==> src/rename_apb_pkg.sv <==
// ----------------------------------------------------------
// APB register map, command opcodes, the command word union
// and the bit positions of the RESULT and STATUS fields
// ----------------------------------------------------------

package rename_apb_pkg;

    // byte addresses in the 4-bit APB window
    localparam logic [3:0] ADDR_CMD    = 4'h0;
    localparam logic [3:0] ADDR_RESULT = 4'h4;
    localparam logic [3:0] ADDR_STATUS = 4'h8;

    // opcode in bits 31:30 of every command
    typedef enum logic [1:0] {
        OP_RENAME  = 2'd0,
        OP_FREE    = 2'd1,
        OP_SAVE    = 2'd2,
        OP_RESTORE = 2'd3
    } rename_op_e;

    // rename view, also used by OP_FREE
    // free_pr sits in the dest_ar byte
    typedef struct packed {
        rename_op_e  opcode;
        logic        has_dest;
        logic [4:0]  rsvd;
        logic [7:0]  dest_ar;
        logic [7:0]  src1_ar;
        logic [7:0]  src2_ar;
    } rename_cmd_t;

    // checkpoint view, for OP_SAVE and OP_RESTORE
    typedef struct packed {
        rename_op_e  opcode;
        logic [21:0] rsvd;
        logic [7:0]  slot;
    } ckpt_cmd_t;

    typedef union packed {
        rename_cmd_t ren;
        ckpt_cmd_t   ckpt;
    } cmd_word_u;

    // RESULT bytes, high to low: src1, src2, new dest, old dest
    localparam int RES_SRC1_LSB = 24;
    localparam int RES_SRC2_LSB = 16;
    localparam int RES_NEW_LSB  = 8;
    localparam int RES_OLD_LSB  = 0;

    // STATUS: free count in the low byte, slot valid mask above it
    localparam int STAT_COUNT_LSB = 0;
    localparam int STAT_MASK_LSB  = 8;

endpackage

==> src/rename_cfg_pkg.sv <==
// ----------------------------------------------------------
// default sizes of the architectural and physical register
// spaces and of the checkpoint store, plus width helpers
// ----------------------------------------------------------

package rename_cfg_pkg;

    // architectural registers, identity mapped at reset
    localparam int DEF_AR_COUNT = 32;

    // physical registers, a power of two for the free-list pointers
    localparam int DEF_PR_COUNT = 64;

    // checkpoint slots
    localparam int DEF_CKPT_COUNT = 4;

    // bits to index n entries, never zero
    function automatic int idx_w(input int n);
        return (n > 1) ? $clog2(n) : 1;
    endfunction

    // queue pointer width: index plus one wrap bit
    function automatic int ptr_w(input int n);
        return idx_w(n) + 1;
    endfunction

endpackage
==> src/rename_ifs.sv <==
// ----------------------------------------------------------
// map_if: map table reads, write, save and restore paths
// free_if: free-list pop/push, status and head restore
// ----------------------------------------------------------

interface map_if import rename_cfg_pkg::*; #(
    parameter int AR_COUNT = DEF_AR_COUNT,
    parameter int PR_COUNT = DEF_PR_COUNT
);
    localparam int ARW = idx_w(AR_COUNT);
    localparam int PRW = idx_w(PR_COUNT);

    // ports 0,1 for sources, port 2 for the old dest
    logic [2:0][ARW-1:0]            rd_ar;
    logic [2:0][PRW-1:0]            rd_pr;

    // single write port
    logic                           wr_valid;
    logic [ARW-1:0]                 wr_ar;
    logic [PRW-1:0]                 wr_pr;

    // snapshot out, restore in
    logic [AR_COUNT-1:0][PRW-1:0]   save_map;
    logic                           restore_valid;
    logic [AR_COUNT-1:0][PRW-1:0]   restore_map;

    modport tbl (
        input  rd_ar, wr_valid, wr_ar, wr_pr, restore_valid, restore_map,
        output rd_pr, save_map
    );
    modport ctrl (output rd_ar, wr_valid, wr_ar, wr_pr, input rd_pr);
    modport ckpt (input save_map, output restore_valid, restore_map);
endinterface

interface free_if import rename_cfg_pkg::*; #(
    parameter int PR_COUNT = DEF_PR_COUNT
);
    localparam int PRW  = idx_w(PR_COUNT);
    localparam int PTRW = ptr_w(PR_COUNT);

    logic               pop;
    logic               push;
    logic [PRW-1:0]     push_pr;

    logic [PRW-1:0]     head_pr;
    logic               empty;
    logic               full;
    logic [PTRW-1:0]    count;
    logic [PTRW-1:0]    head_ptr;

    logic               restore_valid;
    logic [PTRW-1:0]    restore_head;

    modport queue (
        input  pop, push, push_pr, restore_valid, restore_head,
        output head_pr, empty, full, count, head_ptr
    );
    modport ctrl (output pop, push, push_pr, input head_pr, empty, full, count);
    modport ckpt (input head_ptr, output restore_valid, restore_head);
endinterface

==> src/rename_top.sv <==
// ----------------------------------------------------------
// rename block top: APB ports, interface instances and the
// map table, free list, checkpoint array and controller
// ----------------------------------------------------------

module rename_top import rename_cfg_pkg::*; #(
    parameter int AR_COUNT   = DEF_AR_COUNT,
    parameter int PR_COUNT   = DEF_PR_COUNT,
    parameter int CKPT_COUNT = DEF_CKPT_COUNT
) (
    input  logic        CLK,
    input  logic        nRST,
    input  logic [3:0]  paddr,
    input  logic        psel,
    input  logic        penable,
    input  logic        pwrite,
    input  logic [31:0] pwdata,
    output logic [31:0] prdata,
    output logic        pready,
    output logic        pslverr
);

    // checkpoint strobes between controller and slots
    logic                   save_strobe;
    logic                   restore_strobe;
    logic [7:0]             slot;
    logic [CKPT_COUNT-1:0]  slot_valid;

    map_if  #(.AR_COUNT(AR_COUNT), .PR_COUNT(PR_COUNT)) map_bus ();
    free_if #(.PR_COUNT(PR_COUNT))                      free_bus ();

    map_table #(.AR_COUNT(AR_COUNT), .PR_COUNT(PR_COUNT)) map_table_i (
        .CLK(CLK), .nRST(nRST), .m(map_bus.tbl)
    );

    free_list #(.AR_COUNT(AR_COUNT), .PR_COUNT(PR_COUNT)) free_list_i (
        .CLK(CLK), .nRST(nRST), .f(free_bus.queue)
    );

    checkpoint_array #(
        .AR_COUNT(AR_COUNT), .PR_COUNT(PR_COUNT), .CKPT_COUNT(CKPT_COUNT)
    ) checkpoint_array_i (
        .CLK(CLK), .nRST(nRST), .m(map_bus.ckpt), .f(free_bus.ckpt),
        .save_strobe(save_strobe), .restore_strobe(restore_strobe),
        .slot(slot), .slot_valid(slot_valid)
    );

    rename_ctrl #(
        .AR_COUNT(AR_COUNT), .PR_COUNT(PR_COUNT), .CKPT_COUNT(CKPT_COUNT)
    ) rename_ctrl_i (
        .CLK(CLK), .nRST(nRST),
        .paddr(paddr), .psel(psel), .penable(penable), .pwrite(pwrite),
        .pwdata(pwdata), .prdata(prdata), .pready(pready), .pslverr(pslverr),
        .m(map_bus.ctrl), .f(free_bus.ctrl),
        .save_strobe(save_strobe), .restore_strobe(restore_strobe),
        .slot(slot), .slot_valid(slot_valid)
    );

endmodule

==> src/rename_ctrl.sv <==
// ----------------------------------------------------------
// APB slave and command decode for the rename block
// error checks, datapath strobes, RESULT and STATUS
// ----------------------------------------------------------

module rename_ctrl import rename_cfg_pkg::*, rename_apb_pkg::*; #(
    parameter int AR_COUNT   = DEF_AR_COUNT,
    parameter int PR_COUNT   = DEF_PR_COUNT,
    parameter int CKPT_COUNT = DEF_CKPT_COUNT
) (
    input  logic                    CLK,
    input  logic                    nRST,
    // apb
    input  logic [3:0]              paddr,
    input  logic                    psel,
    input  logic                    penable,
    input  logic                    pwrite,
    input  logic [31:0]             pwdata,
    output logic [31:0]             prdata,
    output logic                    pready,
    output logic                    pslverr,
    // datapath
    map_if.ctrl                     m,
    free_if.ctrl                    f,
    output logic                    save_strobe,
    output logic                    restore_strobe,
    output logic [7:0]              slot,
    input  logic [CKPT_COUNT-1:0]   slot_valid
);

    localparam int ARW = idx_w(AR_COUNT);
    localparam int PRW = idx_w(PR_COUNT);
    localparam int SLW = idx_w(CKPT_COUNT);

    cmd_word_u      cmd;
    logic           wr_cmd;
    logic           rd_access;
    logic           cmd_err;
    logic           go;
    logic           src_ok;
    logic           dest_ok;
    logic           free_ok;
    logic           slot_ok;
    logic [31:0]    result_d;
    logic [31:0]    result_q;
    logic [31:0]    status;

    // ------------------------------------------------------------
    // apb handshake, no wait states

    assign pready    = psel & penable;
    assign wr_cmd    = pready & pwrite & (paddr == ADDR_CMD);
    assign rd_access = pready & ~pwrite;
    assign cmd       = pwdata;

    // ------------------------------------------------------------
    // decode and checks

    assign src_ok  = (int'(cmd.ren.src1_ar) < AR_COUNT) && (int'(cmd.ren.src2_ar) < AR_COUNT);
    assign dest_ok = int'(cmd.ren.dest_ar) < AR_COUNT;
    // free_pr shares the dest byte
    assign free_ok = int'(cmd.ren.dest_ar) < PR_COUNT;
    assign slot_ok = int'(cmd.ckpt.slot) < CKPT_COUNT;

    always_comb begin
        case (cmd.ren.opcode)
            OP_RENAME:  cmd_err = !src_ok || (cmd.ren.has_dest && (!dest_ok || f.empty));
            OP_FREE:    cmd_err = !free_ok || f.full;
            OP_SAVE:    cmd_err = !slot_ok;
            OP_RESTORE: cmd_err = !slot_ok || !slot_valid[cmd.ckpt.slot[SLW-1:0]];
            default:    cmd_err = 1'b1;
        endcase
    end

    assign pslverr = wr_cmd & cmd_err;
    // erroring commands touch nothing
    assign go      = wr_cmd & ~cmd_err;

    // ------------------------------------------------------------
    // datapath strobes

    // port 2 looks up the dest for its old mapping
    assign m.rd_ar[0] = cmd.ren.src1_ar[ARW-1:0];
    assign m.rd_ar[1] = cmd.ren.src2_ar[ARW-1:0];
    assign m.rd_ar[2] = cmd.ren.dest_ar[ARW-1:0];

    // allocate: new PR straight off the free head
    assign m.wr_valid = go & (cmd.ren.opcode == OP_RENAME) & cmd.ren.has_dest;
    assign m.wr_ar    = cmd.ren.dest_ar[ARW-1:0];
    assign m.wr_pr    = f.head_pr;
    assign f.pop      = m.wr_valid;

    assign f.push     = go & (cmd.ren.opcode == OP_FREE);
    assign f.push_pr  = cmd.ren.dest_ar[PRW-1:0];

    assign save_strobe    = go & (cmd.ckpt.opcode == OP_SAVE);
    assign restore_strobe = go & (cmd.ckpt.opcode == OP_RESTORE);
    assign slot           = cmd.ckpt.slot;

    // ------------------------------------------------------------
    // result and status

    // dest bytes read zero for a rename without a destination
    always_comb begin
        result_d = '0;
        result_d[RES_SRC1_LSB +: 8] = 8'(m.rd_pr[0]);
        result_d[RES_SRC2_LSB +: 8] = 8'(m.rd_pr[1]);
        if (cmd.ren.has_dest) begin
            result_d[RES_NEW_LSB +: 8] = 8'(f.head_pr);
            result_d[RES_OLD_LSB +: 8] = 8'(m.rd_pr[2]);
        end
    end

    always_ff @(posedge CLK, negedge nRST) begin
        if (!nRST) begin
            result_q <= '0;
        end else if (go && (cmd.ren.opcode == OP_RENAME)) begin
            result_q <= result_d;
        end
    end

    always_comb begin
        status = '0;
        status[STAT_COUNT_LSB +: 8] = 8'(f.count);
        status[STAT_MASK_LSB +: 8]  = 8'(slot_valid);
    end

    always_comb begin
        prdata = '0;
        if (rd_access) begin
            case (paddr)
                ADDR_RESULT: prdata = result_q;
                ADDR_STATUS: prdata = status;
                default:     prdata = '0;
            endcase
        end
    end

    // ------------------------------------------------------------
    // checks

    a_err_in_access: assert property (
        @(posedge CLK) disable iff (!nRST) pslverr |-> pready
    );

endmodule

==> src/checkpoint_array.sv <==
// ----------------------------------------------------------
// checkpoint slots: map snapshot and free-list head per slot
// ----------------------------------------------------------

module checkpoint_array import rename_cfg_pkg::*; #(
    parameter int AR_COUNT   = DEF_AR_COUNT,
    parameter int PR_COUNT   = DEF_PR_COUNT,
    parameter int CKPT_COUNT = DEF_CKPT_COUNT
) (
    input  logic                    CLK,
    input  logic                    nRST,
    map_if.ckpt                     m,
    free_if.ckpt                    f,
    input  logic                    save_strobe,
    input  logic                    restore_strobe,
    input  logic [7:0]              slot,
    output logic [CKPT_COUNT-1:0]   slot_valid
);

    localparam int PRW  = idx_w(PR_COUNT);
    localparam int PTRW = ptr_w(PR_COUNT);
    localparam int SLW  = idx_w(CKPT_COUNT);

    logic [CKPT_COUNT-1:0][AR_COUNT-1:0][PRW-1:0]   map_store;
    logic [CKPT_COUNT-1:0][PTRW-1:0]                head_store;
    logic [CKPT_COUNT-1:0]                          valid_q;
    logic [SLW-1:0]                                 idx;

    // slot range is checked upstream
    assign idx        = slot[SLW-1:0];
    assign slot_valid = valid_q;

    // restore is same cycle, so the edge that ends the access loads it
    assign m.restore_valid  = restore_strobe;
    assign m.restore_map    = map_store[idx];
    assign f.restore_valid  = restore_strobe;
    assign f.restore_head   = head_store[idx];

    // snapshot contents
    always_ff @(posedge CLK) begin
        if (save_strobe) begin
            map_store[idx]  <= m.save_map;
            head_store[idx] <= f.head_ptr;
        end
    end

    // valid bits, a restore keeps the slot for reuse
    always_ff @(posedge CLK, negedge nRST) begin
        if (!nRST) begin
            valid_q <= '0;
        end else if (save_strobe) begin
            valid_q[idx] <= 1'b1;
        end
    end

endmodule

==> src/free_list.sv <==
// ----------------------------------------------------------
// free physical register queue, circular with wrap-bit
// pointers, head save and restore for checkpoints
// ----------------------------------------------------------

module free_list import rename_cfg_pkg::*; #(
    parameter int AR_COUNT = DEF_AR_COUNT,
    parameter int PR_COUNT = DEF_PR_COUNT
) (
    input logic     CLK,
    input logic     nRST,
    free_if.queue   f
);

    localparam int PRW  = idx_w(PR_COUNT);
    localparam int PTRW = ptr_w(PR_COUNT);
    // all non-architectural registers free
    localparam int FREE_MAX = PR_COUNT - AR_COUNT;

    // ------------------------------------------------------------
    // storage and pointers

    logic [PR_COUNT-1:0][PRW-1:0]   mem;
    logic [PTRW-1:0]                head_q;
    logic [PTRW-1:0]                tail_q;

    // wrap bit makes tail - head the occupancy
    assign f.count    = tail_q - head_q;
    assign f.empty    = (f.count == '0);
    assign f.full     = (int'(f.count) >= FREE_MAX);
    assign f.head_pr  = mem[head_q[PRW-1:0]];
    assign f.head_ptr = head_q;

    // ------------------------------------------------------------
    // update

    always_ff @(posedge CLK, negedge nRST) begin
        if (!nRST) begin
            // preload PR AR_COUNT .. PR_COUNT-1, ascending
            for (int i = 0; i < PR_COUNT; i++) begin
                mem[i] <= (i < FREE_MAX) ? PRW'(AR_COUNT + i) : '0;
            end
            head_q <= '0;
            tail_q <= PTRW'(FREE_MAX);
        end else begin
            if (f.push) begin
                mem[tail_q[PRW-1:0]] <= f.push_pr;
                tail_q <= tail_q + 1'b1;
            end
            // rewinding the head hands back everything popped since the save
            if (f.restore_valid) begin
                head_q <= f.restore_head;
            end else if (f.pop) begin
                head_q <= head_q + 1'b1;
            end
        end
    end

    // ------------------------------------------------------------
    // checks

    a_no_pop_empty: assert property (
        @(posedge CLK) disable iff (!nRST) f.pop |-> !f.empty
    );

    a_no_push_full: assert property (
        @(posedge CLK) disable iff (!nRST) f.push |-> !f.full
    );

endmodule

==> src/map_table.sv <==
// ----------------------------------------------------------
// architectural to physical register map
// three read ports, one write port, save and restore
// ----------------------------------------------------------

module map_table import rename_cfg_pkg::*; #(
    parameter int AR_COUNT = DEF_AR_COUNT,
    parameter int PR_COUNT = DEF_PR_COUNT
) (
    input logic     CLK,
    input logic     nRST,
    map_if.tbl      m
);

    localparam int PRW = idx_w(PR_COUNT);

    // ------------------------------------------------------------
    // state

    logic [AR_COUNT-1:0][PRW-1:0] map_q;
    // map with the pending write folded in
    logic [AR_COUNT-1:0][PRW-1:0] map_upd;

    // ------------------------------------------------------------
    // reads and write merge

    always_comb begin
        for (int p = 0; p < 3; p++) begin
            m.rd_pr[p] = map_q[m.rd_ar[p]];
        end
    end

    always_comb begin
        map_upd = map_q;
        if (m.wr_valid) begin
            map_upd[m.wr_ar] = m.wr_pr;
        end
    end

    // snapshot already sees this cycle's write
    assign m.save_map = map_upd;

    always_ff @(posedge CLK, negedge nRST) begin
        if (!nRST) begin
            // identity: AR n lives in PR n
            for (int ar = 0; ar < AR_COUNT; ar++) begin
                map_q[ar] <= PRW'(ar);
            end
        end else if (m.restore_valid) begin
            // restore wins over any write
            map_q <= m.restore_map;
        end else begin
            map_q <= map_upd;
        end
    end

    // ------------------------------------------------------------
    // checks

    a_wr_in_range: assert property (
        @(posedge CLK) disable iff (!nRST)
        m.wr_valid |-> (int'(m.wr_ar) < AR_COUNT)
    );

endmodule

==> config.mk <==
export PLATFORM = sky130hd
export DESIGN_NAME = rename_top
export DESIGN_NICKNAME = d
export VERILOG_FILES = /design/src/rename_apb_pkg.sv /design/src/rename_cfg_pkg.sv /design/src/rename_ifs.sv /design/src/rename_top.sv /design/src/rename_ctrl.sv /design/src/checkpoint_array.sv /design/src/free_list.sv /design/src/map_table.sv
export SDC_FILE = /design/constraint.sdc
export NUM_CORES = 2
export LEC_CHECK = 0
export ABC_AREA = 0
export BUFFER_PORTS_ARGS = -buffer_cell sky130_fd_sc_hd__buf_2
export CORE_MARGIN = 1
export CORE_UTILIZATION = 60
export DETAILED_ROUTE_END_ITERATION = 8
export HOLD_SLACK_MARGIN = 0.03
export PLACE_DENSITY = 0.76
export SYNTH_ARGS = -nofsm -noshare
export SYNTH_HDL_FRONTEND = slang
export SYNTH_SLANG_ARGS = --single-unit
==> constraint.sdc <==
create_clock -name CLK -period 29.7 [get_ports CLK]
set_input_delay 4.455 -clock CLK [delete_from_list [all_inputs] [get_ports CLK]]
set_output_delay 4.455 -clock CLK [all_outputs]
set_load 0.005 [all_outputs]
Word-level counts from Yosys, hierarchy flattened
Index checks and enable logic that the tools add are counted. Widths: inputs -> output; s select.

Register bits after elaboration: 1418. Input port bits: 41. Output and inout port bits: 34. Word-level logic and storage cells: 324.

Add/subtract/negate cells: 3. $lt $le $gt $ge: 15. Equal/unequal tests: 5. Mux-type cells: 36. Bitwise gates (word level): 14. Reduce and logical (&&, ||, !) cells: 19.

Operators with widths (number): $bwmux 768 (1); $mux 192 (4); $bmux 192 s2 (1); $bwmux 384 (1); $demux 192 s2 (1); $bwmux 192 (1); $bmux 6 s5 (3); $pmux 30 s2 (1); $bmux 6 s6 (1); $demux 6 s6 (1); $mux 6 (6); $mux 32 (1); $demux 6 s5 (1); $bwmux 28 (1); $mux 7 (4); $lt 8x6->1 const B (3); $lt 5x6->1 const B (3); $add 7x1->7 const B (2); $bmux 7 s2 (1); $demux 7 s2 (1); $lt 6x7->1 const B (2); $mux 14 (1); $and 1x1->1 (11); $lt 8x3->1 const B (1); other kinds (24) (39).

Logic depth before layout (Yosys ltp)
Depth in word-level cells: 12. Gate-level depth with buffers: 16. Depth with buffers taken out: 12.

Hierarchy
A second synthesis with hierarchy kept.

Cell total of the unflattened synthesis: 4093. Area total of the unflattened synthesis: 64344.2 µm².

Modules (own cells, without submodules): checkpoint_array (times used 1, cells each 1056, area an instance 28949.0 µm², sequential area each 24003.0 µm²); free_list (times used 1, cells each 1278, area an instance 18798.0 µm², sequential area each 10100.9 µm²); map_table (times used 1, cells each 1565, area an instance 14799.2 µm², sequential area each 4904.7 µm²); rename_ctrl (times used 1, cells each 194, area an instance 1798.0 µm², sequential area each 600.6 µm²).

Worst setup path after synthesis
OpenSTA, ideal clock, no wires.

Path kind: input-to-reg. Start: input pwdata[1]. End: register checkpoint_array_i.valid_q[0], in the netlist checkpoint_array_i.slot_valid[0]. Setup time: 180 ps. Data arrival time: 28023 ps. Required time: 29520 ps. Path slack: 1498 ps. Stages on the path: 10. Path buffers: 3. Path through: clkbuf_1 -> mux4_2 -> nand2b_1 -> and3_1 -> a31o_2 -> buf_2 -> buf_1 -> o21ai_0 -> nor4b_1 -> or2_2.

Cells in the longest elaborated chain, start to end: 8. Elaborated cells on any way between the ends: 20. Classes of those cells: order compare: 4; mux: 5; bitwise: 4; reduce/logical: 7.

Ends and longest elaborated chain: start: declaration (line rename_top.sv:17) `input logic [31:0] pwdata,`; $lt 8x6->1 / $bmux 1 s2 (equally long branches) (line rename_ctrl.sv:59, rename_ctrl.sv:70); $logic_and 1x1->1 / $mux 1 (equally long branches) (line rename_ctrl.sv:59, rename_ctrl.sv:70); $logic_not 1->1, on equally long branches (line rename_ctrl.sv:67, rename_ctrl.sv:70); $logic_or 1x1->1, on equally long branches (line rename_ctrl.sv:67, rename_ctrl.sv:70); $pmux 1 s4 (line rename_ctrl.sv:66) `case (cmd.ren.opcode)`; $not 1->1 (line rename_ctrl.sv:77) `assign go = wr_cmd & ~cmd_err;`; $and 1x1->1 (line rename_ctrl.sv:77); $and 1x1->1 (line rename_ctrl.sv:96) `assign save_strobe = go & (cmd.ckpt.opcode == OP_SAVE);`; end signal: assignment (line checkpoint_array.sv:50) `valid_q <= '0;`; end signal: indexed assignment (line checkpoint_array.sv:52) `valid_q[idx] <= 1'b1;`; end: declaration (line checkpoint_array.sv:26) `logic [CKPT_COUNT-1:0] valid_q;`.

Several ways; a longest one is shown, not always the timed one. The select of a mux whose other input is x is not followed. A chain may end at the register's enable or synchronous reset.

Worst setup path after layout
Start: input pwdata[5]. End: output pslverr.

Cells in the longest elaborated chain, start to end: 6. Elaborated cells on any way between the ends: 9. Classes of those cells: order compare: 2; mux: 1; bitwise: 1; reduce/logical: 5.

Ends and longest elaborated chain: $lt 8x6->1 (line rename_ctrl.sv:59) `assign src_ok = (int'(cmd.ren.src1_ar) < AR_COUNT) && (int'(cmd.ren.src2_ar) < AR_COUNT);`; $logic_and 1x1->1 (line rename_ctrl.sv:59); $logic_not 1->1 (line rename_ctrl.sv:67) `OP_RENAME: cmd_err = !src_ok || (cmd.ren.has_dest && (!dest_ok || f.empty));`; $logic_or 1x1->1 (line rename_ctrl.sv:67); $pmux 1 s4 * (line rename_ctrl.sv:66); $and 1x1->1 * (line rename_ctrl.sv:75) `assign pslverr = wr_cmd & cmd_err;`; end: declaration (line rename_top.sv:20) `output logic pslverr`.

Mark *: on every way between the ends. The rest lies on a longest branch, timed or not.

==> results.ini <==
[synthesis]
yosys.area_share.adder_pct=0.1894
synth_top_family_by_area=multiplexers
synth_area_leaders=edfxtp_1 (38%), mux4_2 (18%), dfrtp_1 (17%)
ys_ff_latch=1414
synth.distinct_cells=56
synth_compound_area_share_pct=3.177
syn_area_um2=63420
synthXorXnorAreaFrac_pct=0.1519
synth_edf_count=796
synth_top_cell_area_share_pct=37.69
syn_inst=3737
seq_area_frac_synth_pct=62.46
synth-simple-area-share_pct=3.163
ys.flop_type=edfxtp_1
avgSynthCellArea_um2=16.97
synth-async-reset-ratio_pct=43.71
yosys.area.top_type=edfxtp_1
yosys_warnings=0
synthMuxAreaShare_pct=27.89

[global_routing]
grt_pass1_wl_um=229200
grt_usage_pct=29.19
antenna_found_initial=15
grt_max_degree=152
grt_pass1_vias=35210
grt_overflow=0

[sta]
period_needed_ps=11760
rsz0062_at_grt=false
finalMaxSlewViolations=0
finalClockSkew_ps=44.23
finalCritPeriodShare_pct=39.60
hold_viol=0
setup_tns_ps=0
setup_violations=0
slew_headroom_pct=15.59
timing.hold.ws_ps=481.7
tightest_slew_ps=1256
fmax_mhz=85.02

[critical_path]
reg2regPathDepth=13
cp_slowest_stage_delay_ps=990
worstSetupEndpoint=pslverr
reg2reg_setup_slack_ps=22770
crit_start=pwdata[5]
arrival_ps=7310
rr_startpoint=free_list_i.tail_q[0]
r2r-end=checkpoint_array_i.map_store[296]
worst_setup_path_start_kind=input port
crit_chain=buf_2 -> nor3_1 -> nand4_1 -> a31oi_4 -> buf_4 -> nor3_1 -> buf_2
crit_path_end_kind=primary output
crit_type=in -> out
crit_required_ps=25240
crit_fanout=37
cpMaxStageDelayCell=nor3_1

[route]
wl_um=151500
drt-met1-wl_um=59580
dr_wl_met3_um=15180
top_layer_used=met5
viasPerCell=6.610
met2_length_um=72100
vias=34670
drt_iter0_drc=3324
ant_nets=0
dr.pass1.iters=5
drc=0
routedWlPerCell_um=28.88

[finish]
final_cell_mix=edfxtp_1 (796), mux4_2 (500), dfrtp_1 (422)
layout.nets=3785
drive_gt1_share_pct=36.64
area_growth_pct=10.65
final_common_cell=edfxtp_1
nFillCells=6781

[floorplanning]
core_um2=104100
rows=118
die_y_um=327.1
io_pins=75
die-area_um2=107000
die-width_um=327.1
initial_core_util_pct=60.93

[clocking]
cts.sinks=1414
cts-resized-gates=0
ctsHtreeMaxLevel=4
cts_hold_buf=0
worstSkewPairLatency_ps=770
cts_inserted_buffers=148
cts_root_buf=clkbuf_16
postCtsSetupRepairBufs=0
clock_path_buffers=3
clkSlewWorstSetupHoldPaths_ps=60
tritoncts=yes

[pwr]
vdd_drop_max_uv=51.70
cellLeakagePower_nw=30.68
p_per_area_nw_per_um2=58.94

[status]
status=finished clean

[place]
port-buffer-count=62
gp_congestion=0.8724
dp_hpwl_um=90560

[flow_run]
cap_violations=0

[min_path]
min_path_type=reg -> reg

-- logic make-up after synthesis --
family / Yosys count
AOI/OAI and AO/OA: 316
xor gates and xnor gates: 11
adders and majority gates: 9
buffers and inverters: 479
DFF: 1414
muxes: 1094
other: 1
and+or+nand+nor: 413
-- layout make-up --
type,count,area (µm²),share of cell area (%)
multi-input combinational,1850,22020,31.37
clock buffer,200,4089,5.827
clock inverter,77,1107,1.578
sequential,1414,39620,56.46
inverter,204,765.7,1.091
tap,1380,1727,2.461
timing repair buffer,117,839.6,1.196
antenna,4,10.01,0.01426
-- worst min path at each step --
stage                                             to  cells after the start                       start  slack, ps
final                     rename_ctrl_i.result_q[18]                      2  rename_ctrl_i.result_q[18]        480
after global routing            free_list_i.mem[251]                      1        free_list_i.mem[251]        510
after CTS                 rename_ctrl_i.result_q[18]                      2  rename_ctrl_i.result_q[18]        480
after detailed placement  rename_ctrl_i.result_q[16]                      2  rename_ctrl_i.result_q[16]        470
after global placement    rename_ctrl_i.result_q[11]                      2  rename_ctrl_i.result_q[11]        470
after floorplan           rename_ctrl_i.result_q[12]                      2  rename_ctrl_i.result_q[12]        440
-- per-stage QoR --
| stage | total power, mW | utilization, % | setup WS [ps] | std cells | area, µm² |
|---|---|---|---|---|---|
| after detailed placement | 2.218 | 62.42 | 18250 | 4965 | 64970 |
| after CTS | 4.156 | 67.41 | 18190 | 5242 | 70160 |
| after floorplan | 2.170 | - | 1498 | 3743 | 63440 |
| final | 4.136 | 67.42 | 17940 | 5246 | 70170 |
| after global routing | 4.235 | 67.41 | 17970 | 5245 | 70170 |
| after global placement | 2.218 | 62.42 | 18240 | 4965 | 64970 |
-- critical path, delay by kind of cell --
| kind | cells | cell delay [ps] |
|---|---|---|
| compound gates | 1 | 260 |
| simple gates | 3 | 1680 |
| buf+inv | 3 | 880 |
-- power by group --
part / total, mW / internal [mW] / switching (mW)
combinational: 0.113 / 0.0351 / 0.0776
sequential: 2.07 / 2.06 / 0.00255
clock: 1.96 / 1.18 / 0.781
total: 4.14 / 3.27 / 0.861
-- sequential cells by signal (all words and copies together), names as in the netlist --
register,count
checkpoint_array_i.map_store,768
free_list_i.mem,384
map_table_i.map_q,192
checkpoint_array_i.head_store,28
rename_ctrl_i.result_q,24
free_list_i.f.head_ptr,7
free_list_i.tail_q,7
checkpoint_array_i.slot_valid,4
-- metal layers --
layer | global-route usage (%) | vias to the layer above
met4 | 9.305 | 16
met1 | 41.60 | 18280
met3 | 7.327 | 269
met2 | 44.86 | 1673
li1 | - | 14430
met5 | 0 | -
-- cell usage after synthesis (4+ instances only) --
cell         n
nand2b_1     5
xor2_1       6
mux2i_1    210
or2_2        4
xnor2_1      5
nand3_1     10
buf_1       35
clkbuf_1   193
and3_1       4
inv_1      200
and2_1      16
nand4_1      4
nor2b_1      5
o2111ai_1    6
inv_2        4
nor2_1      39
nand2_1    251
buf_4        9
buf_2       38
dfrtp_1    425
mux2_1      90
dfstp_2    193
a21oi_1     16
mux2_2     294
mux4_2     500
a221o_1      7
nor3_1      18
edfxtp_1   796
o21ai_0    229
a22o_1      13
or3_1       17
o2111ai_2   27
ha_1         8
nor3_4      10
nor3_2      16
Note: power is estimated with default switching activity, not from simulation.
